$ cat src/vec_unit_defines.svh
`ifndef VEC_UNIT_DEFINES_SVH
`define VEC_UNIT_DEFINES_SVH

// register file geometry
`define VEC_NUM_REGS 32
`define VEC_REG_BITS 128
`define VEC_LANES    2

// element offsets and vl, max vl is 128
`define VEC_OFS_BITS 8

// APB register map
`define VEC_A_CTRL   32'h0000_0000
`define VEC_A_CFG    32'h0000_0004
`define VEC_A_REGS   32'h0000_0008
`define VEC_A_STATUS 32'h0000_000C
`define VEC_A_ESEL   32'h0000_0010
`define VEC_A_EDATA  32'h0000_0014

`endif

$ cat src/vec_unit_pkg.sv
package vec_unit_pkg;

  // element width, one width for every operand
  typedef enum logic [1:0] {
    SEW8  = 2'd0,
    SEW16 = 2'd1,
    SEW32 = 2'd2
  } sew_t;

  // lane operations
  typedef enum logic [2:0] {
    VADD  = 3'd0,
    VSUB  = 3'd1,
    VAND  = 3'd2,
    VXOR  = 3'd3,
    VMSEQ = 3'd4
  } vop_t;

  // run control
  typedef enum logic {
    IDLE = 1'b0,
    RUN  = 1'b1
  } seq_state_t;

endpackage

$ cat src/vec_lane_alu.sv
`timescale 1ns/1ns

module vec_lane_alu (
  input  vec_unit_pkg::vop_t op,
  input  vec_unit_pkg::sew_t sew,
  input  logic [31:0]        a,
  input  logic [31:0]        b,
  output logic [31:0]        result
);

  import vec_unit_pkg::*;

  logic [31:0] width_mask;
  logic [31:0] ta;
  logic [31:0] tb;
  logic [31:0] raw;

  always_comb begin
    case (sew)
      SEW8:    width_mask = 32'h0000_00ff;
      SEW16:   width_mask = 32'h0000_ffff;
      default: width_mask = 32'hffff_ffff;
    endcase
  end

  // a is the vs2 element, b the vs1 element
  assign ta = a & width_mask;
  assign tb = b & width_mask;

  always_comb begin
    case (op)
      VADD:    raw = ta + tb;
      VSUB:    raw = ta - tb;
      VAND:    raw = ta & tb;
      VXOR:    raw = ta ^ tb;
      VMSEQ:   raw = {31'h0, ta == tb};
      default: raw = 32'h0;
    endcase
  end

  // compare result is a single bit already
  assign result = raw & width_mask;

endmodule

$ cat config.mk
export PLATFORM = sky130hd
export DESIGN_NAME = vec_lane_alu
export DESIGN_NICKNAME = d
export VERILOG_FILES = /design/src/vec_unit_defines.svh /design/src/vec_unit_pkg.sv /design/src/vec_lane_alu.sv
export SDC_FILE = /design/constraint.sdc
export NUM_CORES = 1
export LEC_CHECK = 0
export BUFFER_PORTS_ARGS = -buffer_cell sky130_fd_sc_hd__buf_2
export CELL_PAD_IN_SITES_DETAIL_PLACEMENT = 0
export CELL_PAD_IN_SITES_GLOBAL_PLACEMENT = 1
export CORE_UTILIZATION = 30
export DETAILED_ROUTE_END_ITERATION = 8
export GPL_TIMING_DRIVEN = 0
export PLACE_DENSITY_LB_ADDON = 0.1
export SLEW_MARGIN = 20
export SYNTH_ARGS = -nofsm -noshare
export SYNTH_HDL_FRONTEND = slang
export SYNTH_SLANG_ARGS = --single-unit
export TNS_END_PERCENT = 100
$ cat constraint.sdc
create_clock -name vclk -period 2.97
set_clock_uncertainty 0.1 [all_clocks]
set_input_delay 0 -clock vclk [all_inputs]
set_output_delay 0 -clock vclk [all_outputs]
set_load 0.005 [all_outputs]
* Word level (Yosys, flattened, before mapping) *
Cells that the tools add are included.
W data, S select, Z words.

word-level totals
  register bits after elaboration = 0
  output and inout port bits = 32

operators by class
  equality and inequality tests = 6
  add/sub/neg operators = 2
  mux-type cells = 2
  bitwise operators = 5
  reductions and logical operators = 2

operator list
  kind                  count
  $pmux W32 S5          1
  $and A32 B32 Y32      4
  $pmux W32 S2          1
  $add A32 B32 Y32      1
  $eq A32 B32 Y1        1
  $sub A32 B32 Y32      1
  $xor A32 B32 Y32      1
  $eq A3 B2 Y1 const B  2
  $eq A3 B1 Y1 const B  1
  $eq A3 B3 Y1 const B  1
  $logic_not A3 Y1      1
  $eq A2 B1 Y1 const B  1
  $logic_not A2 Y1      1

* Depth between registers and ports, before layout *
  depth in word-level cells = 6
  mapped depth = 16
  mapped depth without buffers = 13

* Least setup slack after synthesis *
Ideal clock, no wire load.

  path kind = in2out
  start point = input port sew[1]
  end point = output port result[27]
  data required time = 2.870 ns
  stages = 15
  path slack = -0.212 ns
  buffers on the path = 4
  arrival time = 3.082 ns
  cells stage by stage = clkbuf_1 -> or2_2 -> clkbuf_1 -> clkbuf_1 -> and2_1 -> ha_1 -> clkbuf_1 -> nor2_1 -> a221oi_1 -> o21ai_1 -> nor3_1 -> o21a_1 -> o21ai_1 -> or4_1 -> a41oi_1

between the ends
  word-level cells in the longest chain between the ends = 6
  elaborated cells on any way between the ends = 11
  classes of those cells = 2 x add/sub; 1 x eq/ne; 2 x mux; 5 x bitwise; 1 x reduce/logical

RTL lines
  item                                                     RTL line                                text
  start: declaration                                       vec_lane_alu.sv:5                       input vec_unit_pkg::sew_t sew,
  $eq A2 B1 Y1 / $logic_not A2 Y1 (equally long branches)  vec_lane_alu.sv:19                      case (sew)
  $pmux W32 S2 (*)                                         vec_lane_alu.sv:19
  $and A32 B32 Y32 (on tied branches)                      vec_lane_alu.sv:27, vec_lane_alu.sv:28
  $sub A32 B32 Y32 (tied with other cells)                 vec_lane_alu.sv:33                      VSUB: raw = ta - tb;
  $pmux W32 S5                                             vec_lane_alu.sv:31                      case (op)
  $and A32 B32 Y32 (*)                                     vec_lane_alu.sv:42                      assign result = raw & width_mask;
  end: declaration                                         vec_lane_alu.sv:8                       output logic [31:0] result

Every way passes the cells marked *; elsewhere a longest branch is shown, timed or not.

* Worst setup path after layout *
  start point = input port sew[1]
  end point = output port result[28]

Same word-level chain as after synthesis.

==> run_results.csv <==
group,metric,value,unit
outcome,status,"complete, but fails checks",
outcome,failed_checks,"setup timing",
synth,synth.avg_cell_area,6.25,µm²
floorplanning,die-area,16500,µm²
timing,slew_headroom,30.5,%
floorplanning,die-height,129,µm
layout,finish.utilization,42.9,%
worst_setup_path,path_delay_family,"compound AO/OA/AOI/OAI gates",
synth,synth_top_family_by_area,"compound AO/OA/AOI/OAI gates",
route,wire_per_inst,19.4,µm
timing,worst_slew_pin_slew,1040,ps
worst_setup_path,cp-end-kind,"output pin",
timing,drv_slew,0,
worst_setup_path,crit_chain,"clkbuf_16 > or2_4 > buf_8 > and2_4 > ha_4 > nor3b_2 > nor4_4 > nand3_2 > a41o_1 > a211o_1 > a221o_1 > o41ai_2 > buf_2",
floorplanning,std_cell_rows,45,
timing,rsz0062_at_grt,"yes",
synth,synth-compound-area-share,36.6,%
grt,grt_pass1_wl,32400,µm
synth,yosys_warnings,0,
layout,diodes,0,
layout,fillCellCount,1673,
placement,dp_hpwl,16300,µm
timing,final-hold-violation-count,0,
grt,grt_pass1_vias,5936,
pwr,p_leak,2.93,nW
timing,totalNegativeSetupSlack,-736,ps
route,wl,21400,µm
synth,synthesis.nets,902,
worst_setup_path,critPathRequiredTime,2870,ps
grt,antenna_found_initial,0,
pwr,ir_drop,0.0000839,V
synth,synth_simple_gate_area_share,28.8,%
worst_setup_path,path_class,"in2out",
job,maxCapViolations,0,
timing,finalSetupViolCount,10,
layout,drive_gt1_share,31.8,%
floorplanning,core_area,15400,µm²
timing,post-route-min-period,3130,ps
floorplanning,start_util,31.1,%
timing,setup_slack,-158,ps
synth,syn_area,4800,µm²
worst_setup_path,cp-startpoint,"sew[1]",
worst_setup_path,critical_path.endpoint,"result[28]",
worst_setup_path,cp_num_cells,13,
worst_setup_path,critPathMaxFanout,7,
route,route.detailed.drc,0,
synth,synth_xor_area_share,4.38,%
layout,nClkBuffers,0,
synth,netlist_top_cells_area,"ha_1, a21oi_1, nand2_1",
layout,area_delta_synth_final,37.9,%
route,dr.pass1.iters,6,
placement,gp_congestion,0.900,
layout,seq_area,0,µm²
floorplanning,die_x,129,µm
route,first_iter_violations,574,
layout,fin_nets,1027,
synth,synth_fa_ha_area_share,17.2,%
synth,ys_seq_area_share,0,%
clock_tree,hold_buffers,0,
floorplanning,boundaryPins,101,
pwr,power.density,219,nW/µm²
timing,fmax,320,MHz
worst_hold_path,hold_path.class,"in2out",
worst_setup_path,crit_path_start_kind,"input pin",
route,via_per_inst,5.79,
synth,synth.top_cell.area_share,16.4,%
grt,grt_max_degree,11,
worst_setup_path,slowest_stage,"a221o_1",
worst_setup_path,crit_path_max_incr_delay,350,ps
worst_setup_path,worst-path-buf-inv,3,
route,vias,6385,
layout,nFlopsAndLatches,0,
synth,yosysTopAreaCell,"ha_1",
synth,synthCells,768,
synth,synthMuxAreaShare,3.44,%
grt,gr-total-overflow,0,
grt,grt_use_total,24.8,%
synth,synth_cell_types,80,
placement,port_buffers,98,
timing,fin_crit_sh,105,%
worst_setup_path,cp.arrival,3030,ps
route,ant_nets,0,
[layout by cell type (no fill, tap or decap), types with 5 or more instances in the layout]
cell type	instances
nor2b_1	6
ha_2	6
ha_4	8
buf_4	25
xnor2_1	21
a211oi_1	8
inv_2	7
clkbuf_1	19
nand2_2	7
inv_1	54
nand3_1	14
nand4_1	13
o21ai_0	38
a22oi_1	6
nor2_1	68
a21oi_2	15
nor3_1	24
and2_1	20
buf_8	5
buf_2	104
mux2i_1	12
and2_4	6
a211oi_2	6
clkbuf_2	7
o21ai_1	7
o32a_1	5
o21bai_1	8
nand2b_1	6
a21oi_1	63
or3_1	6
nand2_1	74
buf_6	11
ha_1	49
a21o_1	12
[power by group]
part | switching (mW) | leakage (nW) | internal [mW]
clock | 0 | 0 | 0
combinational | 0.840 | 2.93 | 0.609
sequential | 0 | 0 | 0
[metal layers]
layer  GRT usage [%]  wire [µm]
met1            34.2       9520
met2            42.1       9970
met3            1.62       1500
met4            5.19        369
met5               0          0
[cells in the mapped netlist (4+ instances only)]
library cell,n
nand2b_1,6
a221oi_1,6
o211ai_1,4
a21oi_1,82
clkbuf_1,46
o21ai_0,42
o21a_1,5
o31ai_1,6
nand3_1,15
nor4_1,6
and2_1,26
nand4_1,13
nor3_1,26
a211oi_1,14
buf_2,5
or3_1,7
o32a_1,5
inv_1,55
nand2_1,81
a2111oi_0,4
xnor2_1,22
a21o_1,12
o22ai_1,4
inv_2,7
a22oi_1,6
o21bai_1,10
nor2b_1,9
nor2_1,74
a31oi_1,9
mux2i_1,12
ha_1,63
o21ai_1,8
[area by class of cell]
cell class | instances | area [µm²] | share of cell area, %
multi-input cells | 650 | 5000 | 75.5
repair buffers | 131 | 768 | 11.6
plain buffers | 47 | 349 | 5.27
well taps | 211 | 264 | 3.99
inverters | 63 | 239 | 3.61
[cell families (layout without fill, tap and decap cells)]
group,count (synthesis),after routing
muxes,15,15
adders and majority gates,65,65
buffers and inverters,118,241
AOI/OAI and AO/OA,263,263
xor gates and xnor gates,24,24
and+or+nand+nor,283,283
[per-stage QoR]
step	hold slack [ps]	setup WS [ps]	cells	total power [mW]	instance area, µm²
finish	439	-158	1102	1.45	6620
global route	496	-216	1102	1.56	6620
CTS	441	-118	1092	1.28	6190
detailed placement	438	-1060	1077	1.10	5580
global placement	447	-1060	1077	1.10	5580
floorplan	154	14.9	768	0.772	4830
[timing repair]
action | in CTS | in global routing
gates cloned | 1 | 0
pin swaps | 31 | 43
endpoints found under the setup margin | 23 | 17
gates resized for setup | 108 | 83
buffers inserted | 20 | 13
[worst min-delay path: cells and delay by family]
family / cells / cell delay [ps]
AND/OR/NAND/NOR: 1 / 70
AO/OA/AOI/OAI: 1 / 60
buffers and inverters: 2 / 200
adder cells (fa/ha/maj): 1 / 210
[worst min path at each step]
stage / depth (start not counted) / from / endpoint / slack [ps]
final: 5 / b[4] / result[4] / 440
after global routing: 5 / b[6] / result[6] / 500
after CTS: 5 / b[6] / result[6] / 440
after detailed placement: 5 / b[6] / result[6] / 440
after global placement: 5 / b[6] / result[6] / 450
after floorplan: 4 / sew[0] / result[15] / 150
Power figures use the tool's default switching activity.
