[src/vec_unit_defines.svh]
`ifndef VEC_UNIT_DEFINES_SVH
`define VEC_UNIT_DEFINES_SVH

// register file geometry
`define VEC_NUM_REGS 32
`define VEC_REG_BITS 128
`define VEC_LANES    2

// element offsets and vl, max vl is 128
`define VEC_OFS_BITS 8

// APB register map
`define VEC_A_CTRL   32'h0000_0000
`define VEC_A_CFG    32'h0000_0004
`define VEC_A_REGS   32'h0000_0008
`define VEC_A_STATUS 32'h0000_000C
`define VEC_A_ESEL   32'h0000_0010
`define VEC_A_EDATA  32'h0000_0014

`endif

[src/vec_unit_pkg.sv]
package vec_unit_pkg;

  // element width, one width for every operand
  typedef enum logic [1:0] {
    SEW8  = 2'd0,
    SEW16 = 2'd1,
    SEW32 = 2'd2
  } sew_t;

  // lane operations
  typedef enum logic [2:0] {
    VADD  = 3'd0,
    VSUB  = 3'd1,
    VAND  = 3'd2,
    VXOR  = 3'd3,
    VMSEQ = 3'd4
  } vop_t;

  // run control
  typedef enum logic {
    IDLE = 1'b0,
    RUN  = 1'b1
  } seq_state_t;

endpackage

[src/vec_apb_regs.sv]
`timescale 1ns/1ns

`include "vec_unit_defines.svh"

module vec_apb_regs (
  input  logic                     CLK,
  input  logic                     nRST,
  input  logic                     psel,
  input  logic                     penable,
  input  logic                     pwrite,
  input  logic [31:0]              paddr,
  input  logic [31:0]              pwdata,
  output logic [31:0]              prdata,
  output logic                     pready,
  output logic                     pslverr,
  input  logic                     busy,
  input  logic                     done_pulse,
  input  logic [31:0]              elem_rdata,
  output logic [`VEC_OFS_BITS-1:0] vl,
  output vec_unit_pkg::sew_t       sew,
  output vec_unit_pkg::vop_t       op,
  output logic                     vm,
  output logic [4:0]               vd,
  output logic [4:0]               vs1,
  output logic [4:0]               vs2,
  output logic                     start,
  output logic                     host_we,
  output logic [4:0]               host_vreg,
  output logic [`VEC_OFS_BITS-1:0] host_idx,
  output logic [31:0]              host_wdata
);

  import vec_unit_pkg::*;

  logic access;
  logic mapped;
  logic locked;
  logic wr_ok;
  logic done_q;

  assign access = psel && penable;
  assign mapped = (paddr == `VEC_A_CTRL) || (paddr == `VEC_A_CFG) ||
                  (paddr == `VEC_A_REGS) || (paddr == `VEC_A_STATUS) ||
                  (paddr == `VEC_A_ESEL) || (paddr == `VEC_A_EDATA);
  // registers that must not change under a running sequence
  assign locked = (paddr == `VEC_A_CTRL) || (paddr == `VEC_A_CFG) ||
                  (paddr == `VEC_A_REGS) || (paddr == `VEC_A_EDATA);

  assign pready  = 1'b1;
  assign pslverr = access && (!mapped || (pwrite && busy && locked));
  assign wr_ok   = access && pwrite && !pslverr;

  assign start      = wr_ok && (paddr == `VEC_A_CTRL) && pwdata[0];
  assign host_we    = wr_ok && (paddr == `VEC_A_EDATA);
  assign host_wdata = pwdata;

  always_ff @(posedge CLK, negedge nRST) begin
    if (!nRST) begin
      vl        <= '0;
      sew       <= SEW8;
      op        <= VADD;
      vm        <= 1'b0;
      vd        <= '0;
      vs1       <= '0;
      vs2       <= '0;
      host_vreg <= '0;
      host_idx  <= '0;
      done_q    <= 1'b0;
    end else begin
      if (wr_ok && (paddr == `VEC_A_CFG)) begin
        vl  <= pwdata[7:0];
        sew <= sew_t'(pwdata[9:8]);
        op  <= vop_t'(pwdata[14:12]);
        vm  <= pwdata[16];
      end
      if (wr_ok && (paddr == `VEC_A_REGS)) begin
        vd  <= pwdata[4:0];
        vs1 <= pwdata[12:8];
        vs2 <= pwdata[20:16];
      end
      if (wr_ok && (paddr == `VEC_A_ESEL)) begin
        host_vreg <= pwdata[4:0];
        host_idx  <= pwdata[15:8];
      end
      // sticky done, a new completion wins over the clearing read
      if (access && !pwrite && (paddr == `VEC_A_STATUS)) begin
        done_q <= 1'b0;
      end
      if (done_pulse) begin
        done_q <= 1'b1;
      end
    end
  end

  always_comb begin
    case (paddr)
      `VEC_A_CFG:    prdata = {15'h0, vm, 1'b0, op, 2'b00, sew, vl};
      `VEC_A_REGS:   prdata = {11'h0, vs2, 3'b000, vs1, 3'b000, vd};
      `VEC_A_STATUS: prdata = {30'h0, done_q, busy};
      `VEC_A_ESEL:   prdata = {16'h0, host_idx, 3'b000, host_vreg};
      `VEC_A_EDATA:  prdata = elem_rdata;
      default:       prdata = 32'h0;
    endcase
  end

endmodule

[config.mk]
export PLATFORM = sky130hd
export DESIGN_NAME = vec_apb_regs
export DESIGN_NICKNAME = d
export VERILOG_FILES = /design/src/vec_unit_pkg.sv /design/src/vec_apb_regs.sv
export VERILOG_INCLUDE_DIRS = /design/src
export SDC_FILE = /design/constraint.sdc
export NUM_CORES = 1
export LEC_CHECK = 0
export BUFFER_PORTS_ARGS = -buffer_cell sky130_fd_sc_hd__buf_2
export CAP_MARGIN = 25
export CORE_MARGIN = 2
export CORE_UTILIZATION = 46
export CTS_BUF_LIST = sky130_fd_sc_hd__clkbuf_2
export DETAILED_ROUTE_END_ITERATION = 7
export GPL_ROUTABILITY_DRIVEN = 0
export PLACE_DENSITY = 0.89
export SLEW_MARGIN = 20
export SYNTH_ARGS = -nofsm -noshare
export SYNTH_HDL_FRONTEND = slang
export SYNTH_SLANG_ARGS = --single-unit
[constraint.sdc]
create_clock -name CLK -period 4.2 [get_ports CLK]
set_input_delay 0.21 -clock CLK [delete_from_list [all_inputs] [get_ports CLK]]
set_output_delay 0.21 -clock CLK [all_outputs]
set_load 0.02 [all_outputs]
======== Word-level counts from Yosys, hierarchy flattened ========
Cells that the tools add are included.
word-level totals
  bits of input ports ..................... 103
  register bits ........................... 43
cells by class
  reductions and logical operators ........ 26
  multiplexer cells ....................... 3
  equality and inequality tests ........... 5
operators with widths
  operator               number
  $pmux W32 S5           1
  $eq A32 B4 Y1 const B  2
  $eq A32 B5 Y1 const B  2
  $eq A32 B3 Y1 const B  1
  $logic_not A32 Y1      1
  $logic_and A1 B1 Y1    14
  $logic_or A1 B1 Y1     7
  $logic_not A1 Y1       3
  $mux W1                2
  $reduce_bool A2 Y1     1

======== Depth between registers and ports, before layout ========
  depth after elaboration ................. 13
  gate-level depth with buffers ........... 7
  gate-level depth less buffers ........... 4

======== Least setup slack after synthesis ========
Ideal clock, no wire load.
  path kind ............................... in2out
  start point ............................. input port paddr[13]
  end point ............................... output port prdata[22]
  buffers on the path ..................... 2
  arrival ................................. 1.668 ns
  cell stages on the path ................. 6
  path slack .............................. 2.322 ns
  cells stage by stage .................... nor4_2 > nand4_2 > buf_6 > nor3_2 > clkbuf_1 > and2_1
between the ends
  cells in the longest elaborated chain, start to end .. 2
  elaborated cells on any way between the ends .. 6
  those cells by class .................... eq/ne: 5; mux: 1
RTL lines
  item                                         line                source
  from (decl)                                  vec_apb_regs.sv:11  input logic [31:0] paddr,
  $eq A32 B5 Y1, or another cell as far along  vec_apb_regs.sv:96  case (paddr)
  $pmux W32 S5 *                               vec_apb_regs.sv:96
  to (decl)                                    vec_apb_regs.sv:13  output logic [31:0] prdata,
Every way passes the cells marked *; elsewhere a longest branch is shown, timed or not.

======== Worst setup path after layout ========
  start point ............................. input port paddr[13]
  end point ............................... output port prdata[16]
The elaborated chain is that of the path after synthesis.

==> results.toml <==
[worst_setup_path]
crit_path_start_kind = "primary input"
worstSetupPathType = "in2out"
required_ns = 3.99
cp_cell_sequence = "buf_2 -> nor4_2 -> nand4_2 -> nor3_2 -> a22o_1 -> buf_2"
path_max_fanout = 20
critical_path_buf_inv_count = 2
critPathCaptureType = "output port"
slowest_stage = "nor3_2"
crit_path_frequent_cell = "buf_2"
critPathMaxStageDelay_ns = 0.86
arrival_ns = 2.54
crit_family = "simple AND/OR/NAND/NOR gates"

[clock_network]
cts_root_buffer = "clkbuf_2"
insertion_delay_ns = 0.38
cts_htree_levels = 2
clk_pin_slew_worst_paths_ns = 0.21
numClockSinks = 43
clk_path_buf_depth = 2
cts_buffers = 5
cts_tree = "yes"
post_cts_buffers = 0

[global_routing]
antenna_found_initial = 0
grt_overflow = 0
grt_pass1_wl_um = 14210
first_global_vias = 2852
grtUsageTotal = 0.2498
grt_max_degree = 44

[timing]
period_share = 0.6550
slew_viol_final = 0
period_needed_ns = 2.751
setup_viol = 0
worst_slack_ns = 1.449
slew_headroom = 0.3028
worstMarginPinSlew_ns = 1.044
max_freq_mhz = 363.5
hold_viol = 0
fin_worst_skew_ns = 0
rsz0062_at_grt = "no"
tns_ns = 0

[layout]
drive_gt1_frac = 0.5498
final_util = 0.6006
stdcell_area_um2 = 3770
area_delta_synth_final_pct = 28.38
nFillCells = 563
final_nets = 545
antenna_cells = 0

[die]
core_area_um2 = 6277
die_y_um = 83.90
initial_core_util = 0.4678
die_x_um = 83.90
dieArea_um2 = 7039
io_pins = 213
rows = 29

[routing]
vias_per_cell = 5.491
ant_nets = 0
wl_per_cell_um = 17.23
drc = 0
first_pass_iters = 6
dr_total_vias = 2850
wirelength_um = 8942
first_iter_violations = 120

[yosys]
yosysMostFrequentCell = "dfrtp_1"
synth_commonest_cells = "dfrtp_1, buf_4, mux2_2, nor2_1, inv_1"
ys_seq_area_frac = 0.3664
yosys.area.top_type = "dfrtp_1"
async_flop_share = 1.000
synth_fp_nets = 394
yosys_register_bits = 43
yosys_warnings = 0
ys_types = 45
netlist_area_um2 = 2937
synthFlopType = "dfrtp_1"
synth_top_area_frac = 0.3664
synthTopCellsByArea = "dfrtp_1, buf_4, mux2_2"
synth_edf_count = 0
synth_cells = 291
postSynthAreaPerCell_um2 = 10.09

[power]
irDropWorstVdd_mv = 0.1466
leakagePower_nw = 2.101
p_total_mw = 0.7773
pwr_density_cell_nw_per_um2 = 206.2

[flow_run]
maxCapViolCount = 0

[place]
hpwl_um = 6778
dpl-instance-area_um2 = 3659
dp_slack_ns = 1.272
portBuffers = 189

[status]
status = "completed"

[hold_path]
hp-class = "in2reg"
## routing by layer
layer,up-vias,global-route usage,share of wire
li1,1319,-,-
met1,1396,0.3034,0.40
met2,131,0.4611,0.53
met3,4,0.04352,0.069
met4,0,0.05279,0.0047
met5,-,0,0
## per-stage QoR
| step | instances | hold slack, ns |
|---|---|---|
| final | 519 | 0.04846 |
| after global routing | 519 | 0.001724 |
| after CTS | 517 | 0.002483 |
| after detailed placement | 508 | 0.4155 |
| after global placement | 506 | 0.3903 |
| after floorplan | 291 | -0.08559 |
## cell families after synthesis
family,count (synthesis),synth area share
and+or+nand+nor,70,0.1581
muxes,45,0.1794
AOI/OAI and AO/OA,64,0.1551
DFF,43,0.3664
buffers and inverters,68,0.1398
other,1,0.001277
## area by class of cell
class                   count  area [um^2]  share of cell area
clock buffers               6        30.03            0.007965
flip-flops and latches     43         1076              0.2854
multi-input cells         180         1450              0.3847
clock inverters             1        30.03            0.007965
inverters                  16        60.06             0.01593
repair buffers            196         1027              0.2725
well taps                  77        96.34             0.02556
## path summary, 6_finish.rpt
kind                            cells after the start  slack, ns               startpoint                 endpoint
worst min register to register                      2       0.54       done_q$_DFFE_PN0P_       done_q$_DFFE_PN0P_
worst min-delay path                                3       0.05               pwdata[20]       vs2[4]$_DFFE_PN0P_
worst max register to register                      1       3.39  host_idx[6]$_DFFE_PN0P_  host_idx[6]$_DFFE_PN0P_
worst max-delay path                                6       1.45                paddr[13]               prdata[16]
max in group asynchronous                           3       3.50                     nRST        op[1]$_DFFE_PN0P_
min in group asynchronous                           2       0.22                     nRST       vs2[1]$_DFFE_PN0P_
## sequential cells by signal (all words and copies together), names as in the netlist
register / cells
vs2: 5
sew: 2
vl: 8
host_vreg: 5
host_idx: 8
done_q: 1
vm: 1
vs1: 5
op: 3
vd: 5
## placed cells by master, fill, tap and decap left out, types with 2 or more instances in the layout
cell	n
buf_2	189
dfrtp_1	43
mux2_2	21
nor2_1	19
inv_1	16
o31ai_1	15
o21ai_0	15
mux2i_1	14
and2_1	11
a22oi_1	10
mux2_4	10
nor3_1	8
o22a_1	7
nor4_2	6
clkbuf_2	6
a21oi_1	5
nand2b_1	4
a32o_1	4
nand2_1	3
nor2b_1	3
and4_1	2
a31oi_1	2
or3_1	2
dlygate4sd3_1	2
buf_4	2
## power by group
group	internal [mW]	leakage, nW	switching [mW]
combinational	0.0586	1.47	0.0780
clock	0.100	0.0391	0.126
sequential	0.415	0.596	0.000000000535
## what timing repair did
action                                  CTS  global route
resized for setup                         0             0
hold endpoints to repair                 44             0
hold buffers                              2             0
endpoints found under the setup margin    0             0
No activity file was read; power rests on OpenSTA's default activity.
