[config.mk]
export PLATFORM = sky130hd
export DESIGN_NAME = vec_sequencer
export DESIGN_NICKNAME = d
export VERILOG_FILES = /design/src/vec_unit_pkg.sv /design/src/vec_sequencer.sv
export VERILOG_INCLUDE_DIRS = /design/src
export SDC_FILE = /design/constraint.sdc
export NUM_CORES = 1
export LEC_CHECK = 0
export CAP_MARGIN = 0
export CELL_PAD_IN_SITES_DETAIL_PLACEMENT = 1
export CELL_PAD_IN_SITES_GLOBAL_PLACEMENT = 2
export CORE_AREA = 2 2 98 100
export CTS_CLUSTER_SIZE = 40
export DETAILED_ROUTE_END_ITERATION = 7
export DIE_AREA = 0 0 100 102
export DONT_BUFFER_PORTS = 1
export PLACE_DENSITY_LB_ADDON = 0.1
export SLEW_MARGIN = 20
export SYNTH_ARGS = -nofsm -noshare
export SYNTH_HDL_FRONTEND = slang
export SYNTH_SLANG_ARGS = --single-unit
[constraint.sdc]
create_clock -name CLK -period 2.05 [get_ports CLK]
set_input_delay 0.3075 -clock CLK [delete_from_list [all_inputs] [get_ports CLK]]
set_output_delay 0.3075 -clock CLK [all_outputs]
set_load 0.02 [all_outputs]
[src/vec_unit_defines.svh]
`ifndef VEC_UNIT_DEFINES_SVH
`define VEC_UNIT_DEFINES_SVH

// register file geometry
`define VEC_NUM_REGS 32
`define VEC_REG_BITS 128
`define VEC_LANES    2

// element offsets and vl, max vl is 128
`define VEC_OFS_BITS 8

// APB register map
`define VEC_A_CTRL   32'h0000_0000
`define VEC_A_CFG    32'h0000_0004
`define VEC_A_REGS   32'h0000_0008
`define VEC_A_STATUS 32'h0000_000C
`define VEC_A_ESEL   32'h0000_0010
`define VEC_A_EDATA  32'h0000_0014

`endif

[src/vec_unit_pkg.sv]
package vec_unit_pkg;

  // element width, one width for every operand
  typedef enum logic [1:0] {
    SEW8  = 2'd0,
    SEW16 = 2'd1,
    SEW32 = 2'd2
  } sew_t;

  // lane operations
  typedef enum logic [2:0] {
    VADD  = 3'd0,
    VSUB  = 3'd1,
    VAND  = 3'd2,
    VXOR  = 3'd3,
    VMSEQ = 3'd4
  } vop_t;

  // run control
  typedef enum logic {
    IDLE = 1'b0,
    RUN  = 1'b1
  } seq_state_t;

endpackage

[src/vec_sequencer.sv]
`timescale 1ns/1ns

`include "vec_unit_defines.svh"

module vec_sequencer (
  input  logic                        CLK,
  input  logic                        nRST,
  input  logic                        start,
  input  logic [`VEC_OFS_BITS-1:0]    vl,
  input  vec_unit_pkg::vop_t          op,
  input  logic                        vm,
  input  logic [4:0]                  vd,
  input  logic [4:0]                  vs1,
  input  logic [4:0]                  vs2,
  input  logic                        host_we,
  input  logic [4:0]                  host_vreg,
  input  logic [`VEC_OFS_BITS-1:0]    host_idx,
  input  logic [31:0]                 host_wdata,
  output logic                        busy,
  output logic                        done_pulse,
  output logic [`VEC_LANES-1:0]       rf_wen,
  output logic                        rf_single_bit,
  output logic [4:0]                  rf_vd,
  output logic [`VEC_OFS_BITS-1:0]    rf_vd_offset,
  output logic [4:0]                  rf_vs1,
  output logic [`VEC_OFS_BITS-1:0]    rf_vs1_offset,
  output logic [4:0]                  rf_vs2,
  output logic [`VEC_OFS_BITS-1:0]    rf_vs2_offset,
  output logic [`VEC_LANES-1:0][31:0] rf_w_data,
  input  logic [`VEC_LANES-1:0][31:0] alu_result,
  input  logic [`VEC_LANES-1:0]       mask
);

  import vec_unit_pkg::*;

  seq_state_t               state;
  logic [`VEC_OFS_BITS-1:0] ofs;
  logic [`VEC_OFS_BITS:0]   ofs_next;
  logic                     last_step;

  assign ofs_next  = {1'b0, ofs} + (`VEC_OFS_BITS+1)'(`VEC_LANES);
  // vl of 0 still takes one cycle
  assign last_step = ofs_next >= {1'b0, vl};

  always_ff @(posedge CLK, negedge nRST) begin
    if (!nRST) begin
      state <= IDLE;
      ofs   <= '0;
    end else begin
      case (state)
        IDLE: begin
          if (start) begin
            state <= RUN;
            ofs   <= '0;
          end
        end
        RUN: begin
          if (last_step) begin
            state <= IDLE;
            ofs   <= '0;
          end else begin
            ofs <= ofs_next[`VEC_OFS_BITS-1:0];
          end
        end
        default: state <= IDLE;
      endcase
    end
  end

  assign busy       = (state == RUN);
  assign done_pulse = (state == RUN) && last_step;

  // vs2 and its mask always follow the run offset
  assign rf_vs2        = vs2;
  assign rf_vs2_offset = ofs;

  always_comb begin
    if (state == RUN) begin
      rf_wen        = vm ? mask : '1;
      rf_single_bit = (op == VMSEQ);
      rf_vd         = vd;
      rf_vd_offset  = ofs;
      rf_vs1        = vs1;
      rf_vs1_offset = ofs;
      rf_w_data     = alu_result;
    end else begin
      // host element window on lane 0
      rf_wen        = {1'b0, host_we};
      rf_single_bit = 1'b0;
      rf_vd         = host_vreg;
      rf_vd_offset  = host_idx;
      rf_vs1        = host_vreg;
      rf_vs1_offset = host_idx;
      rf_w_data     = {32'h0, host_wdata};
    end
  end

endmodule

; ---- Word-level counts from Yosys, hierarchy flattened
; Cells that the tools add are included.
; W data, S select, Z words.
[word_totals]
register_bits = 9
out_inout_bits = 108
input_bits = 142
elab_cells = 21
[op_classes]
bitwise_logic = 1
mux = 13
order_cmp = 1
n_reduce_logical = 1
add_sub_neg = 1
eq_ne = 2
[op_table]
columns = cell, count
row1 = $mux W64, 1
row2 = $mux W8, 3
row3 = $pmux W8 S2, 1
row4 = $mux W5, 2
row5 = $add A8 B2 Y9 const B, 1
row6 = $ge A9 B8 Y1, 1
row7 = $mux W2, 2
row8 = $eq A3 B3 Y1 const B, 1
row9 = $mux W1, 3
row10 = $ne A2 B2 Y1 const B, 1
row11 = $pmux W1 S2, 1
row12 = $logic_and A1 B1 Y1, 1
row13 = $not A1 Y1, 1

; ---- Depth between registers and ports, before layout
; Gate-level depths: netlist (run 1).
[logic_depth]
ltp_word = 4
ltp_mapped = 9

; ---- Worst setup path after synthesis (run 1)
; OpenSTA, ideal clock, no wires.
[synth_timing]
path_kind = flip-flop to output port
from = register ofs[1], in the netlist rf_vs2_offset[1]
to = output port done_pulse
setup_slack_ns = -0.357
n_path_buf = 0
arrival_ns = 2.100
path_stages_with_launch = 10
cell_sequence = dfrtp_1 > ha_1 > nand3_1 > xnor2_1 > ha_1 > a211oi_2 > nand2_1 > o221ai_2 > nand2_2 > and2_1
[synth_via]
elab_chain_len = 3
[synth_rtl]
columns = element, line
row1 = "start, declared", vec_sequencer.sv:37  ; logic [`VEC_OFS_BITS-1:0] ofs;
row2 = "start signal, assigned", vec_sequencer.sv:62  ; ofs <= ofs_next[`VEC_OFS_BITS-1:0];
row3 = $add A8 B2 Y9, vec_sequencer.sv:41  ; assign ofs_next = {1'b0, ofs} + (`VEC_OFS_BITS+1)'(`VEC_LANES);
row4 = $ge A9 B8 Y1, vec_sequencer.sv:43  ; assign last_step = ofs_next >= {1'b0, vl};
row5 = $logic_and A1 B1 Y1, vec_sequencer.sv:71  ; assign done_pulse = (state == RUN) && last_step;
row6 = "end, declared", vec_sequencer.sv:20  ; output logic done_pulse,
; No other way between the ends.

; ---- Worst setup path after layout (run 1)
[layout_timing]
from = register ofs[2], in the netlist rf_vs2_offset[2]
to = output port done_pulse
; Same word-level chain as after synthesis.

==> flow_metrics.py, run 1 <==
metrics = {
    "setup_path": {
        "reg2reg_from": "rf_vs2_offset[2]",
        "cp_slowest_stage_delay_ns": 0.38,
        "timing.rr.end": "rf_vs2_offset[6]",
        "rr_worst_depth": 11,
        "arrival_ns": 2.13,
        "crit_path_end_kind": "primary output",
        "startpoint_type": "flop",
        "path_class": "flop to primary output",
        "slowest_stage": "dfrtp_2",
        "critPathRequiredTime_ns": 1.74,
        "r2r_slack_ns": -0.15,
        "path_max_fanout": 3,
        "crit_path_cell_trace": "nand3_2 > nor3_4 > xor2_1 > ha_1 > a211oi_2 > nand2_1 > o221ai_2 > nand2_2 > and2_4",
    },
    "timing": {
        "max_freq_mhz": 410,
        "fin_skew_ns": 0.00927,
        "finalSetupViolCount": 8,
        "slew_viol_final": 0,
        "timing.final.crit_share_pct": 119,
        "period_needed_ns": 2.44,
        "setup_slack_ns": -0.386,
        "grt_setup_unrepaired": "yes",
        "hold_viol": 0,
    },
    "run_status": {
        "status": "finished, violations left",
        "violations": "setup timing",
    },
    "synth": {
        "synth_edf_count": 0,
        "syn-num-nets": 355,
        "synthCells": 205,
        "synth-seq-cells": 8,
        "synth-async-reset-ratio_pct": 100,
        "yosysSeqAreaShare_pct": 12.6,
        "ys_types": 33,
        "synth_top_flop_cell": "dfrtp_1",
        "syn_area_sq_um": 1590,
        "avgSynthCellArea_sq_um": 7.77,
        "yosysWarnings": 0,
    },
    "global_routing": {
        "antenna_found_initial": 0,
        "grt_pass1_wl_mm": 7.91,
        "use_met1_pct": 12.1,
        "grt_use_total_pct": 9.83,
        "grt_pass1_vias": 1481,
        "top_usage_layer": "met2",
        "grt_start_max_net_pins": 53,
        "grt_use_met2_pct": 18.5,
        "use_met3_pct": 1.92,
        "grt_overflow": 0,
    },
    "floorplanning": {
        "chipWidth_microns": 100,
        "die_area_sq_um": 10200,
        "io_pins": 250,
        "coreArea_sq_um": 9110,
        "die_height_microns": 102,
        "initial_utilization_pct": 17.5,
        "std_cell_rows": 35,
    },
    "clock_tree": {
        "htree_levels": 1,
        "clk_pin_slew_ns": 0.05,
        "cts_buffers": 3,
        "cts_tree": "yes",
        "cts-root-buf": "clkbuf_8",
        "clockBufferDepth": 2,
        "numClockSinks": 8,
        "clk-insertion-delay-late_ns": 0.24,
    },
    "routing": {
        "num_vias": 1458,
        "vias_per_cell": 4.57,
        "first_pass_iters": 3,
        "ant_nets": 0,
        "wl_mm": 6.21,
        "drcViolationCount": 0,
        "routedWlPerCell_microns": 19.5,
        "drt_iter0_drc": 25,
    },
    "min_path": {
        "hold_class": "input port to flop",
        "min_to": "rf_vs2_offset[2]",
        "min-delay-start": "start",
        "hold_depth": 1,
    },
    "placement": {
        "dpl.hpwl_mm": 5.36,
        "io_buffers": 0,
        "gp_congestion": 0.772,
    },
    "finish": {
        "fill_cells": 1092,
        "nets": 359,
        "layout_common_cells": "mux2_2, nand2_1, and2_1",
        "synthToLayoutAreaGrowth_pct": 23.0,
        "drive_gt1_share_pct": 43.8,
        "final_core_util_pct": 21.5,
        "diodes": 0,
        "final_common_cell": "mux2_2",
    },
    "power_and_ir_drop": {
        "leakage_nw": 0.875,
        "p_total_w": 0.00288,
        "power_density_nw_per_um2": 1470,
        "ir_worst_vdd_v": 0.000524,
    },
    "run": {
        "drv_cap": 0,
    },
}
critical path: cells and delay by family (launching register included):
kind	cells	cell delay, ns
xor gates and xnor gates	1	0.20
adders and majority gates	1	0.28
and+or+nand+nor	5	0.61
AOI/OAI and AO/OA	2	0.42
DFF	1	0.38
where the power goes:
| group | total, W | switching (W) | leakage, nW | internal, W |
|---|---|---|---|---|
| clock network | 0.000206 | 0.0000709 | 0.0228 | 0.000136 |
| registers | 0.000318 | 0.0000947 | 0.0956 | 0.000224 |
| logic | 0.00236 | 0.00154 | 0.757 | 0.000818 |
routing by layer:
layer | part of all wire [%] | vias to the layer above | routed length [microns]
li1 | - | 677 | -
met1 | 37 | 667 | 2280
met2 | 55 | 112 | 3410
met3 | 8.1 | 2 | 502
met4 | 0.21 | 0 | 13
met5 | 0 | - | 0
state kept, by name, indices dropped and copies added, names as in the netlist:
name,cells
busy,1
rf_vs2_offset,7
synth_stat cells (all sizes together) (3+ instances only):
| cell type | count | share of area [%] |
|---|---|---|
| nand2b | 6 | 2.4 |
| mux2 | 38 | 27 |
| nand2 | 33 | 7.9 |
| dfrtp | 8 | 13 |
| o21ai | 3 | 0.94 |
| and2 | 33 | 13 |
| inv | 17 | 4.0 |
| nor2 | 4 | 0.94 |
| ha | 8 | 6.3 |
| clkbuf | 5 | 1.2 |
| xnor2 | 3 | 1.6 |
| o32ai | 5 | 2.7 |
| buf | 21 | 8.8 |
| nand3 | 4 | 1.6 |
area by class of cell:
class / instances / area [sq um] / area share [%]
flip-flops and latches: 8 / 210 / 10.7
well taps: 111 / 139 / 7.09
repair buffers: 25 / 223 / 11.4
inverters: 17 / 63.8 / 3.26
clock buffers: 4 / 45.0 / 2.30
multi-input cells: 154 / 1280 / 65.3
logic make-up after synthesis:
kind of cell	synth area share, %
simple gates	28.6
buf+inv	14.0
mux	26.9
compound gates	8.72
fa+ha+maj	6.28
flops	12.6
xor+xnor	2.75
other cells	0.235
timing repair:
action,CTS,global route
gates resized for setup,14,6
endpoints found under the hold margin,8,0
pin swaps,7,1
endpoints found under the setup margin,9,9
buffers inserted,2,0
hold buffers,1,0
worst max path at each step:
stage | from | end | depth (start not counted)
floorplan | rf_vs2_offset[4] | done_pulse | 9
global placement | rf_vs2_offset[1] | done_pulse | 8
detailed placement | rf_vs2_offset[1] | done_pulse | 9
CTS | rf_vs2_offset[2] | done_pulse | 9
global route | rf_vs2_offset[2] | done_pulse | 9
finish | rf_vs2_offset[2] | done_pulse | 9
per-stage QoR:
stage	TNS, ns	cells	instance area, sq um	worst slack, ns	hold slack, ns
floorplan	-0.218	205	1600	-0.218	0.0119
global placement	-0.457	312	1780	-0.137	0.0123
detailed placement	-0.991	312	1780	-0.193	0.0123
CTS	-1.38	319	1930	-0.406	0.155
global route	-2.51	319	1960	-0.525	0.156
finish	-1.23	319	1960	-0.386	0.157
Note: power is estimated with default switching activity, not from simulation.
==> inputs of run 2 (changes only) <==
CELL_PAD_IN_SITES_DETAIL_PLACEMENT = 0   (was 1)
CELL_PAD_IN_SITES_GLOBAL_PLACEMENT = 1   (was 2)
TNS_END_PERCENT = 5   (was default)
==> run 2 against run 1 <==
Compared with the run above: the flow still finishes with violations (setup timing); design area fell by 5.7%; register-to-register slack improved by 0.07 ns; critical path depth did not move; non-clock buffer count fell by 1; combinational power fell by 5%; fmax fell by 0.69%; global-route usage fell by 0.52 points; clock skew fell by 0.0072 ns; sequential cell count did not move; clock power barely moved; largest power group unchanged.
==> flow_metrics.py, run 2 (synthesis gave the netlist of run 1 again) <==
metrics = {
    "run_status": {
        "status": "finished, violations left",
        "violations": "setup timing",
    },
    "placement": {
        "gp_congestion": 0.683,
        "io_buffers": 0,
        "pre_cts_slack_ns": -0.221,
        "dpl.hpwl_mm": 4.98,
    },
    "timing": {
        "finalSetupViolCount": 7,
        "timing.final.crit_share_pct": 120,
        "hold_viol": 0,
        "setup_slack_ns": -0.403,
        "grt_setup_unrepaired": "yes",
        "period_needed_ns": 2.45,
        "finalSetupTns_ns": -0.799,
        "fin_skew_ns": 0.00208,
        "max_freq_mhz": 408,
        "slew_viol_final": 0,
    },
    "routing": {
        "num_vias": 1424,
        "drcViolationCount": 0,
        "drt_iter0_drc": 28,
        "wl_mm": 5.74,
        "ant_nets": 0,
        "first_pass_iters": 4,
        "routedWlPerCell_microns": 18.0,
        "vias_per_cell": 4.48,
    },
    "finish": {
        "synthToLayoutAreaGrowth_pct": 16.0,
        "fill_cells": 1027,
        "layout_common_cells": "mux2_2, nand2_1, and2_1",
        "largest_reg_flops": 7,
        "final_common_cell": "mux2_2",
        "diodes": 0,
        "nets": 358,
        "drive_gt1_share_pct": 39.6,
    },
    "power_and_ir_drop": {
        "ir_worst_vdd_v": 0.000596,
        "power_density_nw_per_um2": 1480,
        "leakage_nw": 0.837,
    },
    "setup_path": {
        "cp_slowest_stage_delay_ns": 0.39,
        "path_class": "flop to primary output",
        "crit_family": "simple AND/OR/NAND/NOR gates",
        "crit_path_cell_trace": "ha_2 > nand3_2 > xnor2_2 > ha_1 > a211oi_2 > nand2_1 > o221ai_2 > nand2_2 > and2_4",
        "startpoint_type": "flop",
        "cp_num_buf_inv": 0,
        "slowest_stage": "dfrtp_2",
        "critPathRequiredTime_ns": 1.74,
        "arrival_ns": 2.15,
        "path_max_fanout": 3,
        "crit_path_end_kind": "primary output",
    },
    "floorplanning": {
        "initial_utilization_pct": 17.5,
        "io_pins": 250,
        "die_area_sq_um": 10200,
        "die_height_microns": 102,
        "std_cell_rows": 35,
        "chipWidth_microns": 100,
        "coreArea_sq_um": 9110,
    },
    "clock_tree": {
        "cts-root-buf": "clkbuf_8",
        "cts_buffers": 3,
        "cts_tree": "yes",
        "htree_levels": 1,
        "clk-insertion-delay-late_ns": 0.23,
        "clk_pin_slew_ns": 0.05,
        "numClockSinks": 8,
        "clockBufferDepth": 2,
    },
    "global_routing": {
        "grt_pass1_wl_mm": 7.20,
        "antenna_found_initial": 0,
        "grt_overflow": 0,
        "grt_start_max_net_pins": 77,
        "grt_pass1_vias": 1288,
        "grt_use_total_pct": 9.32,
    },
    "run": {
        "drv_cap": 0,
    },
    "min_path": {
        "hold_class": "input port to flop",
    },
}
## run 2: cell count changes in the layout (fill, tap and decap cells not counted)
cell / delta
buf_4: +1
xnor2_1: +1
nand3_4: -1
o21ai_0: +1
inv_2: -1
xnor2_2: -1
o32ai_1: +3
o21ai_1: +1
inv_1: +1
o21ai_2: -2
buf_8: -1
buf_12: -1
nand3_1: +1
o32ai_4: -3
## run 2: report_power, final
part	internal [W]	switching, W
Combinational	0.000737	0.00151
Sequential	0.000223	0.0000464
Clock	0.000136	0.0000732
Total	0.00110	0.00163
## run 2: final timing paths
check / cells past startpoint / start / slack, ns / end
worst max-delay path: 9 / rf_vs2_offset[1] / -0.40 / done_pulse
worst min-delay path: 1 / start / 0.16 / rf_vs2_offset[2]
worst max register to register: 10 / rf_vs2_offset[1] / -0.08 / rf_vs2_offset[4]
worst min register to register: 2 / rf_vs2_offset[7] / 0.60 / rf_vs2_offset[7]
max in group asynchronous: 1 / nRST / 1.26 / busy
min in group asynchronous: 1 / nRST / 0.45 / rf_vs2_offset[4]
## run 2: metrics by stage
step                hold slack (ns)  util, %  power, W  area (sq um)  cells
floorplan                    0.0119        -   0.00218          1600    205
global placement             0.0123     19.4   0.00254          1770    313
detailed placement           0.0123     19.4   0.00252          1770    313
CTS                           0.162     20.2   0.00276          1840    318
global route                  0.161     20.3   0.00293          1850    318
finish                        0.164     20.3   0.00273          1850    318
## run 2: timing repair
item	CTS	global route
gates resized for setup	3	2
pin swaps	2	0
endpoints found under the setup margin	9	9
setup buffers	0	0
gates cloned	0	0
endpoints found under the hold margin	8	0
hold buffers	1	0
## run 2: final cells by class
| type | count | area [sq um] | share of cell area (%) |
|---|---|---|---|
| sequential | 8 | 210 | 11.4 |
| timing repair buffer | 24 | 195 | 10.6 |
| clock buffer | 4 | 45.0 | 2.44 |
| tap | 111 | 139 | 7.52 |
| inverter | 17 | 63.8 | 3.45 |
| multi-input combinational | 154 | 1190 | 64.7 |
## run 2: worst register-to-register path: cells and delay by family (launching register included)
family          cells  cell delay [ns]
compound gates      3             0.59
fa+ha+maj           2             0.42
flops               1             0.39
simple gates        3             0.28
buf+inv             1             0.18
xor+xnor            1             0.16
## run 2: metal layers
layer	vias to the layer above	global-route usage [%]	wire length (microns)
li1	671	-	-
met1	641	11.4	2200
met2	108	17.1	3060
met3	4	2.39	469
met4	0	0.843	10
met5	-	0	0
